**src/hdl/spi_bridge_pkg.sv**
```systemverilog
// shared command layout, opcodes, status codes and sizes that every bridge module imports
package spi_bridge_pkg;

	// host link framing
	localparam int CMD_BYTES = 4;
	localparam int RESP_BYTES = 3;

	localparam logic [3:0] OP_SPI_WRITE = 4'd1;
	localparam logic [3:0] OP_SPI_READ = 4'd2;
	localparam logic [3:0] OP_SET_DIV = 4'd3;

	localparam logic [7:0] STAT_OK = 8'h00;
	localparam logic [7:0] STAT_BAD_OP = 8'h01;
	localparam logic [7:0] STAT_BAD_DEV = 8'h02;

	// two chip selects, 24-bit frames of r/w, 7 address bits, 16 data bits
	localparam int NUM_DEV = 2;
	localparam int FRAME_BITS = 24;
	localparam logic [15:0] DIV_RESET = 16'd1;

	typedef enum logic [1:0] {
		KIND_WRITE,
		KIND_READ,
		KIND_DIV,
		KIND_BAD
	} cmd_kind_e;

	// one command word seen either as an spi access or as a local setting
	typedef union packed {
		struct packed {
			logic [3:0] opcode;
			logic [3:0] dev;
			logic [7:0] addr;
			logic [15:0] wdata;
		} spi;
		struct packed {
			logic [3:0] opcode;
			logic [11:0] rsvd;
			logic [15:0] value;
		} cfg;
	} cmd_word_u;

endpackage

```
**src/hdl/cmd_decode.sv**
```systemverilog
// assembles four host bytes into a command word, classifies it and holds it for the execute stage
module cmd_decode import spi_bridge_pkg::*; (
	input lb_clk,
	input rst_n_i,
	input [7:0] host_data_i,
	input host_valid_i,
	output host_ready_o,
	output dec_valid_o,
	input dec_ready_i,
	output cmd_kind_e dec_kind_o,
	output [3:0] dec_dev_o,
	output [7:0] dec_addr_o,
	output [15:0] dec_data_o,
	output [7:0] dec_status_o
);

	logic [1:0] byte_cnt;
	logic [8*(CMD_BYTES-1)-1:0] asm_q;
	logic host_fire, word_done;
	cmd_word_u word;
	cmd_kind_e kind_d;
	logic [7:0] status_d;

	logic hold_valid;
	cmd_kind_e hold_kind;
	logic [3:0] hold_dev;
	logic [7:0] hold_addr;
	logic [15:0] hold_data;
	logic [7:0] hold_status;

	// accept bytes while the holding register is free or being drained
	assign host_ready_o = !hold_valid || dec_ready_i;
	assign host_fire = host_valid_i && host_ready_o;
	assign word_done = host_fire && (byte_cnt == 2'(CMD_BYTES - 1));

	always_comb begin
		word = {asm_q, host_data_i};
		kind_d = KIND_BAD;
		status_d = STAT_BAD_OP;
		case (word.spi.opcode)
			OP_SPI_WRITE, OP_SPI_READ: begin
				if (word.spi.dev >= 4'(NUM_DEV)) begin
					status_d = STAT_BAD_DEV;
				end else begin
					kind_d = (word.spi.opcode == OP_SPI_READ) ? KIND_READ : KIND_WRITE;
					status_d = STAT_OK;
				end
			end
			OP_SET_DIV: begin
				kind_d = KIND_DIV;
				status_d = STAT_OK;
			end
			default: ;
		endcase
	end

	always_ff @(posedge lb_clk or negedge rst_n_i) begin
		if (!rst_n_i) begin
			byte_cnt <= '0;
			hold_valid <= 1'b0;
		end else begin
			if (host_fire)
				byte_cnt <= word_done ? 2'd0 : byte_cnt + 2'd1;
			if (word_done)
				hold_valid <= 1'b1;
			else if (dec_ready_i)
				hold_valid <= 1'b0;
		end
	end

	// assembly shift register and decoded command
	always_ff @(posedge lb_clk) begin
		if (host_fire)
			asm_q <= {asm_q[8*(CMD_BYTES-2)-1:0], host_data_i};
		if (word_done) begin
			hold_kind <= kind_d;
			hold_dev <= word.spi.dev;
			hold_addr <= word.spi.addr;
			hold_data <= word.spi.wdata;
			hold_status <= status_d;
		end
	end

	assign dec_valid_o = hold_valid;
	assign dec_kind_o = hold_kind;
	assign dec_dev_o = hold_dev;
	assign dec_addr_o = hold_addr;
	assign dec_data_o = hold_data;
	assign dec_status_o = hold_status;

endmodule

```
**src/hdl/rdbk_result.sv**
```systemverilog
// turns each execute result into a status byte and two readback bytes on the response link
module rdbk_result import spi_bridge_pkg::*; (
	input lb_clk,
	input rst_n_i,
	input exe_valid_i,
	output exe_ready_o,
	input [7:0] exe_status_i,
	input [15:0] exe_rdbk_i,
	output [7:0] resp_data_o,
	output resp_valid_o,
	input resp_ready_i
);

	logic [8*RESP_BYTES-1:0] resp_q;
	logic [1:0] byte_cnt;
	logic resp_valid_q;
	logic take, send, last;

	// busy from result capture until the last byte goes
	assign exe_ready_o = !resp_valid_q;
	assign take = exe_valid_i && exe_ready_o;
	assign send = resp_valid_q && resp_ready_i;
	assign last = (byte_cnt == 2'(RESP_BYTES - 1));

	always_ff @(posedge lb_clk or negedge rst_n_i) begin
		if (!rst_n_i) begin
			resp_valid_q <= 1'b0;
			byte_cnt <= '0;
		end else begin
			if (take) begin
				resp_valid_q <= 1'b1;
				byte_cnt <= '0;
			end else if (send) begin
				if (last)
					resp_valid_q <= 1'b0;
				else
					byte_cnt <= byte_cnt + 2'd1;
			end
		end
	end

	// status first, then readback high and low byte
	always_ff @(posedge lb_clk) begin
		if (take)
			resp_q <= {exe_status_i, exe_rdbk_i};
		else if (send)
			resp_q <= {resp_q[8*(RESP_BYTES-1)-1:0], 8'h00};
	end

	assign resp_data_o = resp_q[8*RESP_BYTES-1 -: 8];
	assign resp_valid_o = resp_valid_q;

endmodule

```
**src/hdl/spi_bridge_top.sv**
```systemverilog
// top level of the host to spi bridge that wires the decode, execute and result stages to the pins
module spi_bridge_top import spi_bridge_pkg::*; (
	input lb_clk,
	input rst_n_i,
	input [7:0] host_data_i,
	input host_valid_i,
	output host_ready_o,
	output [7:0] resp_data_o,
	output resp_valid_o,
	input resp_ready_i,
	output [NUM_DEV-1:0] ssb_o,
	output sclk_o,
	output mosi_o,
	input miso_i
);

	wire dec_valid, dec_ready;
	cmd_kind_e dec_kind;
	wire [3:0] dec_dev;
	wire [7:0] dec_addr;
	wire [15:0] dec_data;
	wire [7:0] dec_status;
	wire exe_valid, exe_ready;
	wire [7:0] exe_status;
	wire [15:0] exe_rdbk;

	cmd_decode cmd_decode_inst (
		.lb_clk(lb_clk),
		.rst_n_i(rst_n_i),
		.host_data_i(host_data_i),
		.host_valid_i(host_valid_i),
		.host_ready_o(host_ready_o),
		.dec_valid_o(dec_valid),
		.dec_ready_i(dec_ready),
		.dec_kind_o(dec_kind),
		.dec_dev_o(dec_dev),
		.dec_addr_o(dec_addr),
		.dec_data_o(dec_data),
		.dec_status_o(dec_status)
	);

	spi_execute spi_execute_inst (
		.lb_clk(lb_clk),
		.rst_n_i(rst_n_i),
		.dec_valid_i(dec_valid),
		.dec_ready_o(dec_ready),
		.dec_kind_i(dec_kind),
		.dec_dev_i(dec_dev),
		.dec_addr_i(dec_addr),
		.dec_data_i(dec_data),
		.dec_status_i(dec_status),
		.exe_valid_o(exe_valid),
		.exe_ready_i(exe_ready),
		.exe_status_o(exe_status),
		.exe_rdbk_o(exe_rdbk),
		.ssb_o(ssb_o),
		.sclk_o(sclk_o),
		.mosi_o(mosi_o),
		.miso_i(miso_i)
	);

	rdbk_result rdbk_result_inst (
		.lb_clk(lb_clk),
		.rst_n_i(rst_n_i),
		.exe_valid_i(exe_valid),
		.exe_ready_o(exe_ready),
		.exe_status_i(exe_status),
		.exe_rdbk_i(exe_rdbk),
		.resp_data_o(resp_data_o),
		.resp_valid_o(resp_valid_o),
		.resp_ready_i(resp_ready_i)
	);

endmodule

```
**src/hdl/spi_execute.sv**
```systemverilog
// runs one spi frame per decoded command, or loads the local clock divider, and hands a result on
module spi_execute import spi_bridge_pkg::*; (
	input lb_clk,
	input rst_n_i,
	input dec_valid_i,
	output dec_ready_o,
	input cmd_kind_e dec_kind_i,
	input [3:0] dec_dev_i,
	input [7:0] dec_addr_i,
	input [15:0] dec_data_i,
	input [7:0] dec_status_i,
	output exe_valid_o,
	input exe_ready_i,
	output [7:0] exe_status_o,
	output [15:0] exe_rdbk_o,
	output [NUM_DEV-1:0] ssb_o,
	output sclk_o,
	output mosi_o,
	input miso_i
);

	typedef enum logic [1:0] {
		ST_IDLE,
		ST_SHIFT,
		ST_FINISH,
		ST_HOLD
	} state_e;

	state_e state;
	logic [15:0] div_q;
	logic [15:0] div_cnt;
	logic [4:0] bit_cnt;
	logic [FRAME_BITS-1:0] shift_q;
	logic [15:0] rx_q;
	logic [15:0] rdbk_q;
	logic [7:0] status_q;
	logic is_read_q;
	logic [NUM_DEV-1:0] ssb_q;
	logic sclk_q, mosi_q;
	logic accept, half_done;
	logic [FRAME_BITS-1:0] frame;

	assign dec_ready_o = (state == ST_IDLE);
	assign accept = dec_valid_i && dec_ready_o;
	assign half_done = (div_cnt == div_q);
	// read bit set for reads, then 7 address bits and the data word
	assign frame = {dec_kind_i == KIND_READ, dec_addr_i[6:0], dec_data_i};

	always_ff @(posedge lb_clk or negedge rst_n_i) begin
		if (!rst_n_i) begin
			state <= ST_IDLE;
			div_q <= DIV_RESET;
			div_cnt <= '0;
			bit_cnt <= '0;
			ssb_q <= '1;
			sclk_q <= 1'b0;
			mosi_q <= 1'b0;
		end else begin
			case (state)
				ST_IDLE: if (accept) begin
					div_cnt <= '0;
					bit_cnt <= '0;
					if (dec_kind_i == KIND_READ || dec_kind_i == KIND_WRITE) begin
						ssb_q <= ~(NUM_DEV'(1) << dec_dev_i);
						mosi_q <= frame[FRAME_BITS-1];
						state <= ST_SHIFT;
					end else begin
						if (dec_kind_i == KIND_DIV)
							div_q <= dec_data_i;
						state <= ST_HOLD;
					end
				end
				ST_SHIFT: begin
					div_cnt <= half_done ? 16'd0 : div_cnt + 16'd1;
					if (half_done && !sclk_q) begin
						sclk_q <= 1'b1;
						bit_cnt <= bit_cnt + 5'd1;
					end else if (half_done) begin
						sclk_q <= 1'b0;
						if (bit_cnt == 5'(FRAME_BITS)) begin
							// last falling edge closes the frame
							ssb_q <= '1;
							mosi_q <= 1'b0;
							state <= ST_FINISH;
						end else begin
							mosi_q <= shift_q[FRAME_BITS-1];
						end
					end
				end
				ST_FINISH: state <= ST_HOLD;
				ST_HOLD: if (exe_ready_i) state <= ST_IDLE;
				default: state <= ST_IDLE;
			endcase
		end
	end

	always_ff @(posedge lb_clk) begin
		if (accept) begin
			shift_q <= {frame[FRAME_BITS-2:0], 1'b0};
			status_q <= dec_status_i;
			is_read_q <= (dec_kind_i == KIND_READ);
			rdbk_q <= '0;
		end
		if (state == ST_SHIFT && half_done) begin
			// sample miso on the rising edge, advance mosi data on the falling one
			if (!sclk_q)
				rx_q <= {rx_q[14:0], miso_i};
			else
				shift_q <= {shift_q[FRAME_BITS-2:0], 1'b0};
		end
		if (state == ST_FINISH && is_read_q)
			rdbk_q <= rx_q;
	end

	assign exe_valid_o = (state == ST_HOLD);
	assign exe_status_o = status_q;
	assign exe_rdbk_o = rdbk_q;
	assign ssb_o = ssb_q;
	assign sclk_o = sclk_q;
	assign mosi_o = mosi_q;

endmodule

```
**config.mk**
```make
export PLATFORM = sky130hd
export DESIGN_NAME = spi_bridge_top
export DESIGN_NICKNAME = d
export VERILOG_FILES = /design/src/hdl/spi_bridge_pkg.sv /design/src/hdl/cmd_decode.sv /design/src/hdl/rdbk_result.sv /design/src/hdl/spi_bridge_top.sv /design/src/hdl/spi_execute.sv
export SDC_FILE = /design/constraint.sdc
export NUM_CORES = 1
export LEC_CHECK = 0
export BUFFER_PORTS_ARGS = -buffer_cell sky130_fd_sc_hd__clkbuf_2
export CORE_MARGIN = 4
export CORE_UTILIZATION = 50
export CTS_BUF_LIST = sky130_fd_sc_hd__clkbuf_2 sky130_fd_sc_hd__clkbuf_4 sky130_fd_sc_hd__clkbuf_8
export DETAILED_ROUTE_END_ITERATION = 10
export PLACE_DENSITY = 0.67
export SYNTH_ARGS = -nofsm -noshare
export SYNTH_HDL_FRONTEND = slang
export SYNTH_SLANG_ARGS = --single-unit
```
**constraint.sdc**
```tcl
create_clock -name lb_clk -period 6.5 [get_ports lb_clk]
set_clock_uncertainty 0.15 [all_clocks]
set_input_delay 1.95 -clock lb_clk [delete_from_list [all_inputs] [get_ports lb_clk]]
set_output_delay 1.95 -clock lb_clk [all_outputs]
set_load 0.01 [all_outputs]
```
==> flow_metrics.py, run 1 <==
metrics = {
    "power": {
        "power_frac_seq_pct": 54.9,
        "power_leakage_nw": 3.13,
        "power.switching_w": 0.00104,
        "power_w": 0.00330,
        "internal_power_w": 0.00226,
        "ir_drop_mv": 0.189,
        "clock_power_share_pct": 23.4,
        "power_density_nw_per_um2": 410,
        "p_comb_share_pct": 21.7,
        "p_sw_share_pct": 31.5,
    },
    "die": {
        "core_area_sq_um": 14500,
        "die_h_um": 130,
        "start_util_pct": 50.9,
        "die-area_sq_um": 16800,
        "rows": 44,
        "die_w_um": 130,
        "pin_count": 27,
    },
    "drt": {
        "via_per_inst": 5.30,
        "wire_per_inst_um": 16.2,
        "dr.pass1.iters": 4,
        "drc": 0,
        "via_count": 3936,
        "wl_um": 12000,
        "dr.first_iter.drc_count": 168,
        "ant_nets": 0,
    },
    "yosys": {
        "syn-num-nets": 546,
        "ys_top_cells_by_count": "114 x edfxtp_1, 46 x dfrtp_1, 45 x nand2_1",
        "synth_cell_types": 51,
        "yosys_warnings": 0,
        "syn_inst": 524,
        "synth_area_leaders": "edfxtp_1 46%, dfrtp_1 16%, dfxtp_1 6.5%",
        "ys.flop_type": "edfxtp_1",
        "synth_top_area_share_pct": 46.3,
        "synthArstFlopShare_pct": 26.2,
        "postSynthAreaPerCell_sq_um": 14.1,
        "ys_seq_area_share_pct": 69.4,
        "syn_area_sq_um": 7400,
        "synth_seq_cells": 187,
        "yosysTopAreaCell": "edfxtp_1",
        "yosysMostFrequentCell": "edfxtp_1",
        "synth-edff-count": 114,
    },
    "sta": {
        "setup_viol": 0,
        "tightest_slew_ns": 1.15,
        "whs_ns": 0.276,
        "max_freq_mhz": 261,
        "finalHoldViolations": 0,
        "drv_slew": 0,
        "fin_setup_tns_ns": 0,
        "layout_min_cycle_time_ns": 3.83,
        "relSlewSlack_pct": 22.9,
        "rsz0062_at_grt": "no",
        "period_share_pct": 59.0,
    },
    "global_routing": {
        "grt_pass1_wl_um": 19800,
        "grt_max_degree": 50,
        "antenna_found_initial": 0,
        "globalRouteTotalUtil_pct": 15.4,
        "overflow": 0,
        "grt_pass1_vias": 3886,
    },
    "worst_setup_path": {
        "required_ns": 4.40,
        "r2r-start": "spi_execute_inst.state[1]",
        "arrival_ns": 1.73,
        "cp_max_fo": 9,
        "startpoint_type": "register",
        "r2r.worst_path.cells": 6,
        "worstSetupPathType": "register to output pin",
        "r2r_setup_slack_ns": 3.28,
        "end_kind": "output pin",
        "r2r_end": "spi_execute_inst.div_q[7]",
    },
    "clock_tree": {
        "root_buffer": "clkbuf_8",
        "clkTransAtPathRegs_ns": 0.10,
        "cts_made_buffers": 17,
        "cts_sinks": 187,
        "htreeDepth": 4,
        "clk_path_buf_depth": 2,
        "cts-resized-gates": 0,
        "cts_setup_buffers": 0,
        "cts_tree": "yes",
        "clkLatencyLatePin_ns": 0.46,
        "holdBufCountCts": 0,
    },
    "status": {
        "outcome": "completed",
    },
    "hold_path": {
        "hold_depth": 0,
        "hold_start": "cmd_decode_inst.dec_status_o[0]",
        "hold_end": "spi_execute_inst.exe_status_o[0]",
        "hold_path.class": "register to register",
    },
    "placed_design": {
        "gp_congestion": 0.823,
        "place_hpwl_um": 8200,
        "io_buffers": 26,
    },
    "layout": {
        "fillers": 1187,
        "multi_input_area_sq_um": 2060,
        "drive_gt1_share_pct": 18.2,
        "nets": 568,
        "n_antenna_cell": 0,
        "seq_area_sq_um": 5130,
        "area_growth_pct": 8.85,
    },
    "flow_run": {
        "drv_cap": 0,
    },
}
==> cell usage in the layout, fill, tap and decap left out, drive strengths merged, types with 3 or more instances in the layout <==
cell type  synthesis  layout
mux2i             28      28
nand3              7       7
xnor2              8       8
a21o               3       3
and3              19      19
nand2             45      45
nor2b              8       8
a31oi              5       5
nor3               6       6
dfrtp             46      46
o21ai             32      32
dfstp              3       3
nor4               7       7
nand4              6       6
xor2              24      24
clkinv             1       7
buf               21       4
clkbuf             6      43
nor2              27      27
ha                 9       9
o22ai              4       4
a21oi              4       4
inv               13      20
dfxtp             24      24
and2               9       9
mux2              27      27
edfxtp           114     114
==> through the flow <==
stage                     std cells  area (sq um)  util (%)  setup slack, ns
after floorplan                 524          7400         -             3.19
after global placement          711          7640      52.6             3.15
after detailed placement        711          7640      52.6             3.12
after CTS                       743          8050      55.4             2.66
after global routing            743          8050      55.4             2.58
final                           743          8050      55.4             2.67
==> sequential cells by signal, indices dropped and copies added (netlist names), 2 cells and up <==
| signal | count |
|---|---|
| spi_execute_inst.div_q | 16 |
| spi_execute_inst.shift_q | 24 |
| cmd_decode_inst.dec_kind_o | 2 |
| cmd_decode_inst.dec_addr_o | 7 |
| spi_execute_inst.div_cnt | 16 |
| spi_execute_inst.rx_q | 16 |
| rdbk_result_inst.byte_cnt | 2 |
| spi_execute_inst.ssb_o | 2 |
| cmd_decode_inst.dec_status_o | 2 |
| cmd_decode_inst.byte_cnt | 2 |
| cmd_decode_inst.dec_dev_o | 4 |
| spi_execute_inst.exe_status_o | 2 |
| cmd_decode_inst.dec_data_o | 16 |
| spi_execute_inst.exe_rdbk_o | 16 |
| spi_execute_inst.state | 2 |
| rdbk_result_inst.resp_q | 24 |
| spi_execute_inst.bit_cnt | 5 |
| cmd_decode_inst.asm_q | 24 |
==> worst max path at each step <==
stage | start | end | slack [ns]
floorplan | host_valid_i | cmd_decode_inst.dec_addr_o[0] | 3.19
global placement | host_valid_i | cmd_decode_inst.asm_q[0] | 3.15
detailed placement | resp_ready_i | rdbk_result_inst.resp_q[22] | 3.12
CTS | spi_execute_inst.state[1] | host_ready_o | 2.66
global route | spi_execute_inst.state[0] | host_ready_o | 2.58
finish | spi_execute_inst.state[1] | host_ready_o | 2.67
==> worst max-delay path, stage by stage (launching register included) <==
cell,delay (ns)
dfrtp_1,0.42
inv_1,0.11
ha_1,0.39
nand2b_1,0.20
clkbuf_2,0.15
==> cell type report <==
cell class,instances,area share [%]
Sequential cell,187,63.8
Multi-Input combinational cell,296,25.6
Clock buffer,17,2.91
Tap cell,184,2.86
Clock inverter,15,2.18
Timing Repair Buffer,30,1.99
Inverter,14,0.653
==> power by group through the flow <==
stage | sequential [W] | combinational, W | clock [W]
2_1_floorplan | 0.00178 | 0.000572 | 0
3_3_place_gp | 0.00183 | 0.000689 | 0
3_5_place_dp | 0.00184 | 0.000726 | 0
4_1_cts | 0.00182 | 0.000730 | 0.000790
5_1_grt | 0.00185 | 0.000807 | 0.000843
6_report | 0.00181 | 0.000716 | 0.000774
==> logic make-up (layout without fill, tap and decap cells) <==
kind of cell    Yosys count  in the layout  share of synthesized area, %
compound gates           59             59                          4.82
xor+xnor                 32             32                          3.79
fa+ha+maj                 9              9                          1.52
buf+inv                  41             76                          2.83
flops                   187            187                          69.4
mux                      55             55                          7.95
simple gates            141            141                          9.68
==> metal layers <==
metal	track usage [%]	part of all wire [%]	up-vias	wire length, um
li1	-	-	1927	-
met1	19.2	43	1931	5230
met2	26.3	52	64	6270
met3	3.71	3.0	14	365
met4	5.75	1.4	0	171
met5	0	0	-	0
Power figures use the tool's default switching activity.
==> run 2: changes to the inputs <==
--- a/config.mk
+++ b/config.mk
@@ -10,7 +10,7 @@
 export CORE_UTILIZATION = 50
 export CTS_BUF_LIST = sky130_fd_sc_hd__clkbuf_2 sky130_fd_sc_hd__clkbuf_4 sky130_fd_sc_hd__clkbuf_8
 export DETAILED_ROUTE_END_ITERATION = 10
-export PLACE_DENSITY = 0.67
+export PLACE_DENSITY = 0.69
 export SYNTH_ARGS = -nofsm -noshare
 export SYNTH_HDL_FRONTEND = slang
 export SYNTH_SLANG_ARGS = --single-unit
==> constraint.sdc (replaced) <==
create_clock -name lb_clk -period 3.31 [get_ports lb_clk]
set_clock_uncertainty 0.15 [all_clocks]
set_input_delay 0.993 -clock lb_clk [delete_from_list [all_inputs] [get_ports lb_clk]]
set_output_delay 0.993 -clock lb_clk [all_outputs]
set_load 0.01 [all_outputs]
==> flow_metrics.py, run 2 (synthesis gave the netlist of run 1 again) <==
metrics = {
    "clock_tree": {
        "holdBufCountCts": 0,
        "cts_made_buffers": 17,
        "cts_setup_buffers": 0,
        "htreeDepth": 4,
        "clk_path_buf_depth": 2,
        "clkLatencyLatePin_ns": 0.46,
        "root_buffer": "clkbuf_8",
        "cts_sinks": 187,
        "clkTransAtPathRegs_ns": 0.10,
        "cts-resized-gates": 0,
        "cts_tree": "yes",
    },
    "layout": {
        "nets": 574,
        "stdcell_count": 749,
        "reg_top3": "cmd_decode_inst.asm_q x24, rdbk_result_inst.resp_q x24, spi_execute_inst.shift_q x24",
        "drive_gt1_share_pct": 18.8,
        "area_growth_pct": 9.22,
        "final_area_sq_um": 8080,
        "n_antenna_cell": 0,
        "final_cell_mix": "114 x edfxtp_1, 46 x dfrtp_1, 45 x nand2_1, 28 x o21ai_0",
        "final_common_cell": "edfxtp_1",
    },
    "die": {
        "core_area_sq_um": 14500,
        "rows": 44,
        "pin_count": 27,
        "start_util_pct": 50.9,
        "die_w_um": 130,
        "die_h_um": 130,
        "die-area_sq_um": 16800,
    },
    "sta": {
        "rsz0062_at_grt": "no",
        "max_freq_mhz": 344,
        "setup_viol": 0,
        "relSlewSlack_pct": 41.2,
        "layout_min_cycle_time_ns": 2.90,
        "tightest_slew_ns": 0.882,
        "fin_setup_tns_ns": 0,
        "finalHoldViolations": 0,
        "whs_ns": 0.287,
        "drv_slew": 0,
        "period_share_pct": 87.7,
    },
    "worst_setup_path": {
        "end_kind": "output pin",
        "cp-startpoint": "spi_execute_inst.state[0]",
        "cp_max_fo": 9,
        "worstSetupPathType": "register to output pin",
        "startpoint_type": "register",
        "r2r-start": "spi_execute_inst.state[1]",
        "arrival_ns": 1.76,
        "required_ns": 2.17,
    },
    "power": {
        "power_w": 0.00645,
        "power_leakage_nw": 3.15,
        "power_density_nw_per_um2": 798,
        "ir_drop_mv": 0.358,
    },
    "placed_design": {
        "io_buffers": 26,
        "place_area_sq_um": 7690,
        "dp.cells": 717,
        "gp_congestion": 0.850,
        "place_hpwl_um": 8320,
    },
    "drt": {
        "drc": 0,
        "dr.pass1.iters": 4,
        "wire_per_inst_um": 15.9,
        "ant_nets": 0,
        "wl_um": 11900,
        "via_count": 3913,
        "via_per_inst": 5.22,
        "dr.first_iter.drc_count": 264,
    },
    "global_routing": {
        "grt_pass1_vias": 3912,
        "globalRouteTotalUtil_pct": 15.4,
        "antenna_found_initial": 0,
        "overflow": 0,
        "grt_pass1_wl_um": 19700,
        "grt_max_degree": 48,
    },
    "hold_path": {
        "hold_path.class": "register to register",
        "hold_start": "cmd_decode_inst.dec_status_o[1]",
    },
    "status": {
        "outcome": "completed",
    },
    "flow_run": {
        "drv_cap": 0,
    },
}
[run 2: worst paths after layout]
check                                                   end  slack [ns]  cells after the start
setup / recovery                               host_ready_o        0.41                      4
hold / removal             spi_execute_inst.exe_status_o[1]        0.29                      0
setup reg to reg                spi_execute_inst.div_cnt[3]        0.75                      7
hold reg to reg            spi_execute_inst.exe_status_o[1]        0.29                      0
max in group asynchronous         spi_execute_inst.ssb_o[1]        1.78                      2
min in group asynchronous         spi_execute_inst.div_q[8]        0.49                      1
[run 2: metrics by stage]
stage	setup WS, ns	util [%]
3_3_place_gp	0.866	52.9
4_1_cts	0.384	55.6
6_report	0.407	55.6
5_1_grt	0.285	55.6
3_5_place_dp	0.742	52.9
2_1_floorplan	0.380	-
[run 2: worst max-delay path, cell delays in order (launching register included)]
cell and delay (ns):
dfrtp_1 0.42, inv_1 0.11, ha_1 0.38, nand2b_1 0.23, clkbuf_2 0.16
[run 2: cell type report]
class                   count  area [sq um]
flip-flops and latches    187          5130
multi-input cells         296          2060
clock inverters            15           158
repair buffers             36           205
clock buffers              17           234
inverters                  14          52.6
fillers                  1207          6460
well taps                 184           230
[run 2: layer usage]
| layer | global-route usage [%] | wire [um] | vias to the layer above |
|---|---|---|---|
| li1 | - | - | 1934 |
| met1 | 19.4 | 5310 | 1891 |
| met2 | 24.7 | 5850 | 62 |
| met3 | 4.08 | 386 | 26 |
| met4 | 7.40 | 357 | 0 |
| met5 | 0 | 0 | - |
[run 2: power by group]
part	leakage, nW	switching, W	internal [W]
logic	1.04	0.000810	0.000602
registers	1.91	0.000343	0.00322
clock network	0.193	0.000854	0.000625
total	3.15	0.00201	0.00444
==> run 3: changes to the inputs <==
--- a/config.mk
+++ b/config.mk
@@ -10,7 +10,7 @@
 export CORE_UTILIZATION = 50
 export CTS_BUF_LIST = sky130_fd_sc_hd__clkbuf_2 sky130_fd_sc_hd__clkbuf_4 sky130_fd_sc_hd__clkbuf_8
 export DETAILED_ROUTE_END_ITERATION = 10
-export PLACE_DENSITY = 0.69
+export PLACE_DENSITY = 0.67
 export SYNTH_ARGS = -nofsm -noshare
 export SYNTH_HDL_FRONTEND = slang
 export SYNTH_SLANG_ARGS = --single-unit
==> constraint.sdc (replaced) <==
create_clock -name lb_clk -period 2.7 [get_ports lb_clk]
set_clock_uncertainty 0.15 [all_clocks]
set_input_delay 0.81 -clock lb_clk [delete_from_list [all_inputs] [get_ports lb_clk]]
set_output_delay 0.81 -clock lb_clk [all_outputs]
set_load 0.01 [all_outputs]
==> flow_metrics.py, run 3 (synthesis gave the netlist of run 1 again) <==
metrics = {
    "worst_setup_path": {
        "r2r.worst_path.cells": 6,
        "critPathSlowestCell": "dfrtp_1",
        "worstSetupPathType": "register to output pin",
        "cp_max_fo": 9,
        "required_ns": 1.74,
        "end_kind": "output pin",
        "crit_path_cell_trace": "inv_1 -> ha_2 -> nand2b_1 -> clkbuf_2",
        "arrival_ns": 1.68,
        "cp_slowest_stage_delay_ns": 0.42,
        "startpoint_type": "register",
    },
    "drt": {
        "wl_um": 12200,
        "dr.first_iter.drc_count": 222,
        "drc": 0,
        "via_per_inst": 5.26,
        "ant_nets": 0,
        "via_count": 3963,
        "dr.pass1.iters": 4,
        "wire_per_inst_um": 16.2,
    },
    "die": {
        "die_h_um": 130,
        "core_area_sq_um": 14500,
        "die_w_um": 130,
        "pin_count": 27,
        "start_util_pct": 50.9,
        "die-area_sq_um": 16800,
        "rows": 44,
    },
    "clock_tree": {
        "clk_path_buf_depth": 2,
        "cts-resized-gates": 1,
        "root_buffer": "clkbuf_8",
        "cts_tree": "yes",
        "holdBufCountCts": 0,
        "clkTransAtPathRegs_ns": 0.09,
        "cts_sinks": 187,
        "clkLatencyLatePin_ns": 0.46,
        "htreeDepth": 4,
        "cts_setup_buffers": 0,
        "cts_made_buffers": 17,
    },
    "sta": {
        "relSlewSlack_pct": 57.7,
        "period_share_pct": 97.6,
        "setup_viol": 0,
        "rsz0062_at_grt": "yes",
        "finalHoldViolations": 0,
        "tightest_slew_ns": 0.634,
        "max_freq_mhz": 379,
        "layout_min_cycle_time_ns": 2.64,
        "drv_slew": 0,
    },
    "layout": {
        "n_antenna_cell": 0,
        "final_cell_mix": "114 x edfxtp_1, 46 x dfrtp_1, 45 x nand2_1, 28 x o21ai_0",
        "final_area_sq_um": 8210,
        "drive_gt1_share_pct": 20.2,
        "reg_top3": "cmd_decode_inst.asm_q x24, rdbk_result_inst.resp_q x24, spi_execute_inst.shift_q x24",
        "nets": 579,
        "fillers": 1185,
        "final_common_cell": "edfxtp_1",
        "area_growth_pct": 11.0,
    },
    "global_routing": {
        "grt_pass1_wl_um": 20200,
        "grt_max_degree": 50,
        "overflow": 0,
        "globalRouteTotalUtil_pct": 15.7,
        "grt_pass1_vias": 3960,
        "antenna_found_initial": 0,
    },
    "power": {
        "power.switching_w": 0.00239,
        "ir_drop_mv": 0.659,
        "p_sw_share_pct": 29.2,
        "internal_power_w": 0.00580,
        "clock_power_share_pct": 24.7,
        "power_density_nw_per_um2": 998,
        "p_comb_share_pct": 22.1,
        "power_leakage_nw": 3.21,
        "power_frac_seq_pct": 53.2,
        "power_w": 0.00819,
    },
    "status": {
        "outcome": "completed",
    },
    "placed_design": {
        "place_area_sq_um": 7750,
        "io_buffers": 26,
        "place_hpwl_um": 8220,
        "gp_congestion": 0.886,
    },
    "flow_run": {
        "drv_cap": 0,
    },
    "hold_path": {
        "hold_path.class": "register to register",
        "hold_depth": 0,
    },
}
run 3: per-layer routing:
metal | vias to the layer above | share of wire (%) | GRT usage (%)
li1 | 1947 | - | -
met1 | 1935 | 44 | 20.4
met2 | 68 | 51 | 25.0
met3 | 13 | 3.7 | 3.63
met4 | 0 | 1.5 | 7.40
met5 | - | 0 | 0
run 3: worst paths after layout:
| check | startpoint | to | slack, ns |
|---|---|---|---|
| worst max register to register | spi_execute_inst.state[1] | spi_execute_inst.mosi_o | 0.19 |
| min in group asynchronous | rst_n_i | spi_execute_inst.div_q[9] | 0.30 |
| worst min-delay path | cmd_decode_inst.dec_status_o[1] | spi_execute_inst.exe_status_o[1] | 0.28 |
| max in group asynchronous | rst_n_i | spi_execute_inst.state[1] | 1.67 |
| worst min register to register | cmd_decode_inst.dec_status_o[1] | spi_execute_inst.exe_status_o[1] | 0.28 |
| worst max-delay path | spi_execute_inst.state[0] | host_ready_o | 0.06 |
run 3: critical path: cells and delay by family (launching register included):
family | cells | cell delay (ns)
adder cells (fa/ha/maj) | 1 | 0.31
flip-flops | 1 | 0.42
AND/OR/NAND/NOR | 1 | 0.21
buffers and inverters | 2 | 0.28
run 3: area by class of cell:
type | instances | area [sq um] | share of cell area [%]
flip-flops and latches | 187 | 5130 | 62.5
well taps | 184 | 230 | 2.80
repair buffers | 41 | 268 | 3.26
inverters | 14 | 52.6 | 0.640
multi-input cells | 296 | 2070 | 25.3
clock buffers | 19 | 262 | 3.19
clock inverters | 13 | 189 | 2.30
run 3: metrics by stage:
stage / hold WS, ns / instances / setup TNS (ns) / setup WS [ns] / utilization, %
2_1_floorplan: 0.245 / 524 / 0 / 0.268 / -
3_3_place_gp: 0.255 / 722 / 0 / 0.288 / 53.3
3_5_place_dp: 0.256 / 722 / 0 / 0.240 / 53.3
4_1_cts: 0.279 / 754 / 0 / 0.0527 / 56.4
5_1_grt: 0.292 / 754 / -0.0730 / -0.0460 / 56.5
6_report: 0.279 / 754 / 0 / 0.0647 / 56.5
run 3: power by group through the flow:
stage	Sequential [W]	Combinational, W	Clock [W]
2_1_floorplan	0.00428	0.00138	0
3_3_place_gp	0.00440	0.00174	0
3_5_place_dp	0.00443	0.00182	0
4_1_cts	0.00437	0.00183	0.00208
5_1_grt	0.00445	0.00205	0.00219
6_report	0.00436	0.00181	0.00202
